===== src/design/wh_pkg.sv =====
// flit format widths and wormhole flit, coordinate, length, header and data types
package wh_pkg;

  // link flit width
  localparam int flit_width_c = 32;
  // destination coordinate, low bits of the first header flit
  localparam int cord_width_c = 4;
  // wormhole length field, total flits minus one
  localparam int len_width_c  = 4;
  // most data words one message can carry
  localparam int max_data_c   = 4;

  // protocol header bits riding in the first header flit above cord and len
  localparam int hdr_lo_width_c = flit_width_c - cord_width_c - len_width_c;
  // remaining protocol header bits, one full second header flit
  localparam int hdr_hi_width_c = flit_width_c;
  localparam int hdr_width_c    = hdr_lo_width_c + hdr_hi_width_c;

  // bit offsets inside the first header flit
  localparam int len_lsb_c    = cord_width_c;
  localparam int hdr_lo_lsb_c = cord_width_c + len_width_c;

  typedef logic [flit_width_c-1:0] flit_t;
  typedef logic [cord_width_c-1:0] cord_t;

  // also used for the data word count of a message
  typedef logic [len_width_c-1:0] len_t;

  typedef logic [hdr_width_c-1:0] msg_hdr_t;

  // word 0 goes out first
  typedef logic [max_data_c-1:0][flit_width_c-1:0] msg_data_t;

  // flit position inside the header or data phase
  typedef logic [$clog2(max_data_c)-1:0] word_idx_t;

endpackage


===== src/design/wh_stream_if.sv =====
`timescale 1ns/10ps
// interface for the header/data position flags of a wormhole flit stream
interface wh_stream_if;

  // current flit is a header flit
  logic is_hdr;
  // current flit is the final header flit
  logic last_hdr;
  // packet carries data flits after the header
  logic has_data;
  // current flit is a data flit
  logic is_data;
  // current flit is the final data flit
  logic last_data;

  // stream control drives all flags
  modport ctrl (output is_hdr, last_hdr, has_data, is_data, last_data);

  // packetizer or depacketizer only reads them
  modport user (input is_hdr, last_hdr, has_data, is_data, last_data);

endinterface


===== src/design/wh_counter_set_down.sv =====
`timescale 1ns/10ps
// loadable down counter, load and decrement allowed in the same cycle
module wh_counter_set_down #(
  parameter int width_p = 4
) (
  input  logic               clk_i,
  input  logic               reset_i,
  input  logic               set_i,
  input  logic [width_p-1:0] val_i,
  input  logic               down_i,
  output logic [width_p-1:0] count_o
);

  logic [width_p-1:0] count_r;

  always_ff @(posedge clk_i) begin
    if (reset_i) begin
      count_r <= '0;
    end else if (set_i) begin
      // load already counts the flit taken this cycle, no bubble
      count_r <= val_i - width_p'(down_i);
    end else if (down_i && (count_r != '0)) begin
      // saturate at zero
      count_r <= count_r - width_p'(1);
    end
  end

  assign count_o = count_r;

endmodule


===== src/design/wh_stream_control.sv =====
`timescale 1ns/10ps
// header/data FSM with header and data flit counters for a wormhole stream
module wh_stream_control
  import wh_pkg::*;
#(
  parameter int hdr_len_p = 2
) (
  input  logic        clk_i,
  input  logic        reset_i,
  input  len_t        len_i,
  input  logic        link_accept_i,
  wh_stream_if.ctrl   flags
);

  typedef enum logic {
    st_hdr_e,
    st_data_e
  } state_t;

  state_t state_r;
  state_t state_n;

  logic is_hdr;
  logic is_data;

  // length field is flits minus one, so this gives the data flit count
  len_t data_len;

  // counters run from flit count down to zero, one means last flit
  len_t hdr_cnt;
  len_t data_cnt;

  logic hdr_last;
  logic hdr_done;
  logic data_last;
  logic data_done;

  logic set_counter;
  logic hdr_to_data;
  logic data_to_hdr;

  assign is_hdr  = (state_r == st_hdr_e);
  assign is_data = (state_r == st_data_e);

  assign data_len = len_i - len_t'(hdr_len_p) + len_t'(1);

  assign hdr_last  = (hdr_cnt == len_t'(1));
  assign hdr_done  = (hdr_cnt == '0);
  assign data_last = (data_cnt == len_t'(1));
  assign data_done = (data_cnt == '0);

  // both counters load on the first header flit of a packet
  assign set_counter = is_hdr & hdr_done & link_accept_i;

  wh_counter_set_down #(
    .width_p(len_width_c)
  ) hdr_counter (
    .clk_i  (clk_i),
    .reset_i(reset_i),
    .set_i  (set_counter),
    .val_i  (len_t'(hdr_len_p)),
    .down_i (is_hdr & link_accept_i),
    .count_o(hdr_cnt)
  );

  wh_counter_set_down #(
    .width_p(len_width_c)
  ) data_counter (
    .clk_i  (clk_i),
    .reset_i(reset_i),
    .set_i  (set_counter),
    .val_i  (data_len),
    .down_i (is_data & link_accept_i),
    .count_o(data_cnt)
  );

  if (hdr_len_p == 1) begin : g_single_hdr
    // every header flit is the first one, len_i of the flit itself is valid
    assign flags.last_hdr = is_hdr;
    assign flags.has_data = is_hdr & (data_len != '0);
  end else begin : g_multi_hdr
    // len_i is only valid on the first flit, use the loaded data counter
    assign flags.last_hdr = is_hdr & hdr_last;
    assign flags.has_data = is_hdr & ~data_done;
  end

  assign flags.is_hdr    = is_hdr;
  assign flags.is_data   = is_data;
  assign flags.last_data = is_data & data_last;

  assign hdr_to_data = link_accept_i & flags.last_hdr & flags.has_data;
  assign data_to_hdr = link_accept_i & data_last;

  always_comb begin
    case (state_r)
      st_hdr_e:  state_n = hdr_to_data ? st_data_e : st_hdr_e;
      st_data_e: state_n = data_to_hdr ? st_hdr_e : st_data_e;
      default:   state_n = st_hdr_e;
    endcase
  end

  always_ff @(posedge clk_i) begin
    if (reset_i) begin
      state_r <= st_hdr_e;
    end else begin
      state_r <= state_n;
    end
  end

endmodule


===== src/design/wh_packetizer.sv =====
`timescale 1ns/10ps
// one-message buffer that sends header and data flits under link back-pressure
module wh_packetizer
  import wh_pkg::*;
#(
  parameter int hdr_len_p = 2
) (
  input  logic      clk_i,
  input  logic      reset_i,
  input  logic      msg_v_i,
  output logic      msg_ready_o,
  input  cord_t     msg_cord_i,
  input  msg_hdr_t  msg_hdr_i,
  input  len_t      msg_count_i,
  input  msg_data_t msg_data_i,
  output logic      link_v_o,
  output flit_t     link_data_o,
  input  logic      link_ready_i
);

  wh_stream_if flags ();

  // message held while its flits go out
  logic      busy_r;
  cord_t     cord_r;
  msg_hdr_t  hdr_r;
  len_t      count_r;
  msg_data_t data_r;

  // flit index inside the current phase
  word_idx_t idx_r;

  logic  msg_take;
  logic  link_accept;
  logic  last_flit;
  len_t  len_field;
  flit_t hdr_flit;

  assign msg_ready_o = ~busy_r;
  assign msg_take    = msg_v_i & msg_ready_o;

  assign link_v_o    = busy_r;
  assign link_accept = link_v_o & link_ready_i;

  // wormhole length is total flits minus one
  assign len_field = len_t'(hdr_len_p) + count_r - len_t'(1);

  wh_stream_control #(
    .hdr_len_p(hdr_len_p)
  ) stream_ctrl (
    .clk_i        (clk_i),
    .reset_i      (reset_i),
    .len_i        (len_field),
    .link_accept_i(link_accept),
    .flags        (flags)
  );

  // first header flit packs low header bits over len and cord
  always_comb begin
    if (idx_r == '0) begin
      hdr_flit = {hdr_r[hdr_lo_width_c-1:0], len_field, cord_r};
    end else begin
      hdr_flit = hdr_r[hdr_width_c-1:hdr_lo_width_c];
    end
  end

  // registers only change on accept, so data holds under back-pressure
  assign link_data_o = flags.is_hdr ? hdr_flit : data_r[idx_r];

  // packet ends on the last data flit, or the last header with no data
  assign last_flit = flags.last_data | (flags.last_hdr & ~flags.has_data);

  always_ff @(posedge clk_i) begin
    if (reset_i) begin
      busy_r <= 1'b0;
      idx_r  <= '0;
    end else if (msg_take) begin
      busy_r <= 1'b1;
      idx_r  <= '0;
    end else if (link_accept) begin
      busy_r <= ~last_flit;
      // index restarts at each phase boundary
      if (flags.last_hdr || flags.last_data) begin
        idx_r <= '0;
      end else begin
        idx_r <= idx_r + word_idx_t'(1);
      end
    end
  end

  // payload capture
  always_ff @(posedge clk_i) begin
    if (msg_take) begin
      cord_r  <= msg_cord_i;
      hdr_r   <= msg_hdr_i;
      count_r <= msg_count_i;
      data_r  <= msg_data_i;
    end
  end

endmodule


===== src/design/wh_depacketizer.sv =====
`timescale 1ns/10ps
// flit collector that rebuilds a message and strobes it after the last flit
module wh_depacketizer
  import wh_pkg::*;
#(
  parameter int hdr_len_p = 2
) (
  input  logic      clk_i,
  input  logic      reset_i,
  input  logic      link_v_i,
  input  flit_t     link_data_i,
  output logic      msg_v_o,
  output cord_t     msg_cord_o,
  output msg_hdr_t  msg_hdr_o,
  output len_t      msg_count_o,
  output msg_data_t msg_data_o
);

  wh_stream_if flags ();

  logic      msg_v_r;
  cord_t     cord_r;
  msg_hdr_t  hdr_r;
  len_t      count_r;
  msg_data_t data_r;
  word_idx_t idx_r;

  len_t flit_len;
  logic last_flit;

  // len field only means something on the first header flit
  assign flit_len = link_data_i[len_lsb_c +: len_width_c];

  // no back-pressure, every valid flit counts as accepted
  wh_stream_control #(
    .hdr_len_p(hdr_len_p)
  ) stream_ctrl (
    .clk_i        (clk_i),
    .reset_i      (reset_i),
    .len_i        (flit_len),
    .link_accept_i(link_v_i),
    .flags        (flags)
  );

  assign last_flit = flags.last_data | (flags.last_hdr & ~flags.has_data);

  always_ff @(posedge clk_i) begin
    if (reset_i) begin
      msg_v_r <= 1'b0;
      idx_r   <= '0;
    end else begin
      // one-cycle strobe from the edge that takes the last flit
      msg_v_r <= link_v_i & last_flit;
      if (link_v_i) begin
        if (flags.last_hdr || flags.last_data) begin
          idx_r <= '0;
        end else begin
          idx_r <= idx_r + word_idx_t'(1);
        end
      end
    end
  end

  always_ff @(posedge clk_i) begin
    if (link_v_i && flags.is_hdr && (idx_r == '0)) begin
      cord_r                     <= link_data_i[cord_width_c-1:0];
      hdr_r[hdr_lo_width_c-1:0]  <= link_data_i[flit_width_c-1:hdr_lo_lsb_c];
      // high header bits stay zero unless a second header flit comes
      hdr_r[hdr_width_c-1:hdr_lo_width_c] <= '0;
      count_r <= flit_len - len_t'(hdr_len_p) + len_t'(1);
      // words beyond the count read as zero
      data_r  <= '0;
    end else if (link_v_i && flags.is_hdr) begin
      hdr_r[hdr_width_c-1:hdr_lo_width_c] <= link_data_i;
    end else if (link_v_i && flags.is_data) begin
      data_r[idx_r] <= link_data_i;
    end
  end

  assign msg_v_o     = msg_v_r;
  assign msg_cord_o  = cord_r;
  assign msg_hdr_o   = hdr_r;
  assign msg_count_o = count_r;
  assign msg_data_o  = data_r;

endmodule


===== src/design/wh_loop_top.sv =====
`timescale 1ns/10ps
// top level with packetizer on the send side and depacketizer on the receive side
module wh_loop_top
  import wh_pkg::*;
#(
  parameter int hdr_len_p = 2
) (
  input  logic      clk_i,
  input  logic      reset_i,

  // message in
  input  logic      msg_v_i,
  output logic      msg_ready_o,
  input  cord_t     msg_cord_i,
  input  msg_hdr_t  msg_hdr_i,
  input  len_t      msg_count_i,
  input  msg_data_t msg_data_i,

  // link out
  output logic      link_v_o,
  output flit_t     link_data_o,
  input  logic      link_ready_i,

  // link in
  input  logic      link_v_i,
  input  flit_t     link_data_i,

  // message out
  output logic      msg_v_o,
  output cord_t     msg_cord_o,
  output msg_hdr_t  msg_hdr_o,
  output len_t      msg_count_o,
  output msg_data_t msg_data_o
);

  wh_packetizer #(
    .hdr_len_p(hdr_len_p)
  ) tx (
    .clk_i       (clk_i),
    .reset_i     (reset_i),
    .msg_v_i     (msg_v_i),
    .msg_ready_o (msg_ready_o),
    .msg_cord_i  (msg_cord_i),
    .msg_hdr_i   (msg_hdr_i),
    .msg_count_i (msg_count_i),
    .msg_data_i  (msg_data_i),
    .link_v_o    (link_v_o),
    .link_data_o (link_data_o),
    .link_ready_i(link_ready_i)
  );

  // receive side sees the link stream directly, no extra stage
  wh_depacketizer #(
    .hdr_len_p(hdr_len_p)
  ) rx (
    .clk_i      (clk_i),
    .reset_i    (reset_i),
    .link_v_i   (link_v_i),
    .link_data_i(link_data_i),
    .msg_v_o    (msg_v_o),
    .msg_cord_o (msg_cord_o),
    .msg_hdr_o  (msg_hdr_o),
    .msg_count_o(msg_count_o),
    .msg_data_o (msg_data_o)
  );

endmodule


===== config.mk =====
export PLATFORM = sky130hd
export DESIGN_NAME = wh_loop_top
export DESIGN_NICKNAME = d
export VERILOG_FILES = /design/src/design/wh_pkg.sv /design/src/design/wh_stream_if.sv /design/src/design/wh_counter_set_down.sv /design/src/design/wh_stream_control.sv /design/src/design/wh_packetizer.sv /design/src/design/wh_depacketizer.sv /design/src/design/wh_loop_top.sv
export SDC_FILE = /design/constraint.sdc
export NUM_CORES = 1
export LEC_CHECK = 0
export BUFFER_PORTS_ARGS = -buffer_cell sky130_fd_sc_hd__clkbuf_2
export CAP_MARGIN = 25
export CORE_AREA = 2 2 175 177
export CTS_BUF_LIST = sky130_fd_sc_hd__clkbuf_8 sky130_fd_sc_hd__clkbuf_16
export DETAILED_ROUTE_END_ITERATION = 8
export DIE_AREA = 0 0 177 179
export PLACE_DENSITY = 0.81
export RECOVER_POWER = 50
export SLEW_MARGIN = 20
export SYNTH_ARGS = -nofsm -noshare
export SYNTH_HDL_FRONTEND = slang
export SYNTH_SLANG_ARGS = --single-unit
export TNS_END_PERCENT = 10

===== constraint.sdc =====
create_clock -name clk_i -period 8.67 [get_ports clk_i]
set_input_delay 0.4335 -clock clk_i [delete_from_list [all_inputs] [get_ports clk_i]]
set_output_delay 0.4335 -clock clk_i [all_outputs]
set_load 0.1 [all_outputs]

## Word level (Yosys, flattened, before mapping)

Index checks and enable logic that the tools add are counted.

- Bits of input ports: 229
- Word-level logic and storage cells: 136
- Register bits: 408
- Output and inout bits: 227

- Reduce and logical (&&, ||, !) cells: 27
- Order comparisons: 3
- Bitwise operators: 36
- Eq/ne operators: 4
- Muxes and demuxes: 25
- Add/subtract/negate cells: 16

Operators by type and width:

| cell | number |
|---|---|
| $bwmux W128 | 1 |
| $mux W32 | 4 |
| $bmux W32 S2 | 1 |
| $demux W32 S2 | 1 |
| $mux W4 | 8 |
| $and A1 B1 Y1 | 25 |
| $sub A4 B1 Y4 const B | 5 |
| $eq A4 B1 Y1 const B | 4 |
| $logic_not A4 Y1 | 4 |
| $reduce_bool A4 Y1 | 4 |
| $reduce_bool A2 Y1 | 5 |
| $not A1 Y1 | 9 |
| $add A4 B1 Y4 const B | 2 |
| $logic_and A1 B1 Y1 | 8 |
| $sub A4 B1 Y4 | 2 |
| $sub A4 B2 Y4 const B | 2 |
| $lt A2 B3 Y1 const B | 2 |
| $mux W1 | 6 |
| $sub A2 B1 Y3 const A | 2 |
| $add A2 B1 Y2 const B | 2 |
| $add A2 B4 Y4 const A | 1 |
| $logic_not A2 Y1 | 2 |
| $mux W2 | 2 |
| $pmux W1 S2 | 2 |
| 5 further kinds | 7 |

## Depth between registers and ports, before layout

- Depth in word-level cells: 9
- Gate-level depth with buffers: 9
- Gate-level depth less buffers: 8

## Cells and area by module

Synthesis repeated with hierarchy kept, for this count alone.

- Cell total of the unflattened synthesis: 1321
- Area, all modules: 15892.7 µm²

Modules (own cells, without submodules):

| module | area an instance (µm²) | instances | sequential area each (µm²) | cells an instance |
|---|---|---|---|---|
| wh_packetizer | 7468.4 | 1 | 5825.6 | 367 |
| wh_depacketizer | 6842.8 | 1 | 4224.1 | 758 |
| wh_counter_set_down | 311.5 | 4 | 80.1 | 38 |
| wh_stream_control | 167.7 | 2 | 20.0 | 22 |

## Least setup slack after synthesis

No wires, ideal clock.

- Path type: reg2out
- Start: reg tx.idx_r[0]
- End: out link_data_o[23]
- Data required time: 8.236 ns
- Stages on the path, launching flop included: 9
- Setup slack: 4.550 ns
- Path buffers: 4
- Arrival: 3.686 ns
- Cells stage by stage: dfxtp_1 -> buf_2 -> buf_2 -> inv_1 -> ha_1 -> clkbuf_1 -> buf_2 -> mux2i_1 -> o21ai_0

- Cells in the longest elaborated chain, start to end: 3
- Elaborated cells on any way between the ends: 5
- Those cells by class: 4 x mux; 1 x reduce/logical

Ends and longest elaborated chain:

| item | RTL line | RTL |
|---|---|---|
| start: declaration | wh_packetizer.sv:31 | `word_idx_t idx_r;` |
| start signal: assignment | wh_packetizer.sv:86 | `idx_r <= idx_r + word_idx_t'(1);` |
| $bmux W32 S2 or $logic_not A2 Y1 (tied branches) | wh_packetizer.sv:68, wh_packetizer.sv:60 |  |
| $mux W32, on equally long branches | wh_packetizer.sv:68, wh_packetizer.sv:60 |  |
| $mux W32 (*) | wh_packetizer.sv:68 | `assign link_data_o = flags.is_hdr ? hdr_flit : data_r[idx_r];` |
| end: declaration | wh_loop_top.sv:21 | `output flit_t link_data_o,` |

Mark *: on every way between the ends. The rest lies on a longest branch, timed or not. The select of a mux whose other input is x is not followed.

## Worst setup path in the final report

- Start: reg tx.stream_ctrl.state_r, in the netlist tx.stream_ctrl.flags.is_data
- End: out link_data_o[29]

- Cells in the longest elaborated chain, start to end: 1

Ends and longest elaborated chain:

| item | RTL line | RTL |
|---|---|---|
| start: declaration | wh_stream_control.sv:20 | `state_t state_r;` |
| start signal: assignment | wh_stream_control.sv:104 | `state_r <= st_hdr_e;` |
| start signal: assignment | wh_stream_control.sv:106 | `state_r <= state_n;` |
| $mux W32 | wh_packetizer.sv:68 |  |

Every way passes these cells.

==> results.toml <==
[status]
outcome = "finished with violations"
violations = "capacitance limit, slew limit"

[critical_path]
crit_chain = "clkbuf_1, nand2_1, o21ai_0, clkbuf_2"
worst_ep_required_time_ns = 8.24
critPathLaunchType = "register"
crit_type = "reg2out"
cp_slowest_cell = "clkbuf_1"
cp_top_family = "buffers and inverters"
critPathBufInv = 2
critPathArrivalTime_ns = 4.50
endpoint_kind = "output port"
crit_fanout = 70
critPathMaxStageDelay_ns = 2.29

[finish]
nets = 1943
final_common_cell = "nand2_1"
fin_cells = 2122
fill_cells = 2346
layout_common_cells = "nand2_1, clkbuf_2, edfxtp_1"
postLayoutCellArea_um2 = 18800
area_delta_synth_final_pct = 23.8
layout-drive-gt1-share_pct = 22.8

[pwr]
net-switching-power_mw = 1.47
p_per_area_nw_per_um2 = 252
p_leak_nw = 7.17
pwr-share-clk_pct = 34.8
p_sw_share_pct = 30.9
power_frac_seq_pct = 47.0
vdd_drop_max_v = 0.000189
p_int_mw = 3.28
pwr-share-comb_pct = 18.2

[routing]
drc_errors = 0
drt-wirelength-per-cell_um = 19.4
via_per_inst = 5.37
dr.pass1.iters = 5
drt_wl_total_um = 41100
initialDrtViolationCount = 812
antenna_left = 0
route.vias.total = 11400

[sta]
setup_viol = 0
tightest_slew_ns = 3.29
clock.fmax_mhz = 202
maxSlewViolCount = 198
fin_crit_ns = 4.94
maxSlewHeadroom_pct = -119
finalHoldViolations = 0
fin_tns_setup_ns = 0
rsz0062_at_grt = "false"
fin_crit_sh_pct = 57.0
fin_skew_ns = 0.0221
whs_ns = 0.0829

[global_route]
grt_overflow = 0
grt_start_max_net_pins = 84
grtUsageMet2_pct = 42.1
top_usage_layer = "met2"
grt_use_total_pct = 24.5
met1_usage_pct = 28.5
grtUsageMet3_pct = 6.96
grt_pass1_wl_um = 59200
antenna_found_initial = 4
first_global_vias = 10800

[place]
placedCellCount = 2047
dpl-instance-area_um2 = 17800
place.port_buffers = 455
globalplace.congestion = 0.851
place_hpwl_um = 28800

[clock_tree]
holdBufCountCts = 0
cts_tree = "done"
cts_buffers = 40
cts_buffer_depth = 3
post_cts_buffers = 0
htreeDepth = 2
clk_latency_ns = 0.53
ctsResizeCount = 0
clock-sinks = 408
cts-root-buf = "clkbuf_16"
clkTransAtPathRegs_ns = 0.06

[floorplanning]
dieArea_um2 = 31700
start_util_pct = 50.7
die_h_um = 179
rows = 64
die_x_um = 177
core_um2 = 30000
io_pins = 456

[yosys]
synth_cell_types = 54
syn_avg_cell_area_um2 = 12.1
async_flop_share_pct = 0
seq_area_frac_synth_pct = 68.4
ys_seq_elements = 408
netlist_area_um2 = 15200
yosysWarnings = 0
ys.flop_type = "edfxtp_1"
synth_edf_count = 224
synth_fp_nets = 1507
synth_cells = 1257

[flow_run]
max-cap-violations = 3

[worst_hold_path]
hold_path_class = "in2reg"
[flip-flops by register name, summed over array words and instances, names as in the netlist, 2 cells and up]
register                             count
rx.msg_data_o                          128
rx.msg_hdr_o                            56
rx.idx_r                                 2
rx.msg_cord_o                            4
tx.hdr_r                                56
rx.msg_count_o                           4
rx.stream_ctrl.data_counter.count_o      4
tx.stream_ctrl.hdr_counter.count_o       4
tx.idx_r                                 2
tx.cord_r                                4
tx.count_r                               4
tx.data_r                              128
rx.stream_ctrl.hdr_counter.count_o       4
tx.stream_ctrl.data_counter.count_o      4
[worst register-to-register path, cell delays in order, from the launching register on]
cell and delay (ns):
dfxtp_1 0.38, nand2b_1 1.25, nor2_4 1.16, buf_4 0.58, buf_4 0.80
[cell usage after synthesis (2+ instances only)]
library cell,number,area [um^2]
nor3_1,7,35.0
nand2b_1,3,18.8
nor4_1,2,12.5
nor2_1,16,60.1
nor4_2,2,25.0
buf_2,37,185
dfxtp_1,184,3680
or3_1,4,25.0
edfxtp_1,224,6730
ha_1,21,263
and3_1,3,18.8
o21ai_1,21,105
a211oi_1,4,30.0
a31oi_1,4,25.0
buf_1,8,30.0
a21oi_1,138,691
mux2i_1,32,320
mux4_2,32,721
clkbuf_1,31,116
nor4b_1,3,26.3
o31ai_1,2,15.0
inv_2,2,7.51
xor2_1,5,43.8
inv_1,22,82.6
nor3b_1,4,30.0
xnor2_1,9,78.8
nand3_1,10,50.1
nand2_1,359,1350
o21ai_0,43,215
[power groups by stage]
stage | clock network (mW) | logic (mW) | registers, mW
after floorplan | 0 | 0.326 | 2.61
after global placement | 0 | 0.861 | 2.26
final | 1.65 | 0.865 | 2.23
after detailed placement | 0 | 0.876 | 2.27
after global routing | 1.75 | 0.905 | 2.24
after CTS | 1.67 | 0.878 | 2.23
[cells by family (layout without fill, tap and decap cells)]
family                   after synthesis  in the layout  synth area share [%]
AND/OR/NAND/NOR                      425            425                  11.6
flip-flops                           408            408                  68.4
AO/OA/AOI/OAI                        224            224                  7.77
buffers and inverters                101            567                  2.82
multiplexers                          64             64                  6.84
adder cells (fa/ha/maj)               21             21                  1.73
XOR/XNOR                              14             14                 0.806
other                                  0              3                     0
[per-layer routing]
layer	share of wire (%)	wire, um	up-vias
met1	35	14500	5359
met2	49	20300	657
met3	11	4320	100
met5	0.032	13	-
met4	4.6	1890	2
li1	-	-	5279
[area by class of cell]
class	instances	area [um^2]	area share, %
Multi-Input combinational cell	748	4370	23.2
Sequential cell	408	10400	55.3
Clock inverter	28	183	0.970
Timing Repair Buffer	471	2190	11.7
Antenna cell	3	7.51	0.0399
Tap cell	396	495	2.63
Inverter	24	90.1	0.478
Clock buffer	44	1080	5.73
[per-stage QoR]
step	utilization, %	power [mW]	worst slack, ns
finish	62.7	4.75	3.73
global route	62.7	4.89	3.62
CTS	63.5	4.78	5.09
detailed placement	59.3	3.14	5.13
global placement	59.2	3.12	5.20
floorplan	-	2.94	4.55
[path summary, 6_finish.rpt]
path | startpoint | to | slack (ns) | cells after the start
setup / recovery | tx.stream_ctrl.flags.is_data | link_data_o[29] | 3.73 | 4
hold / removal | msg_data_i[72] | tx.data_r[72] | 0.08 | 1
setup reg to reg | rx.stream_ctrl.flags.is_data | rx.msg_hdr_o[3] | 4.09 | 4
hold reg to reg | rx.msg_data_o[49] | rx.msg_data_o[49] | 0.45 | 2
(Power assumes the default switching activity.)
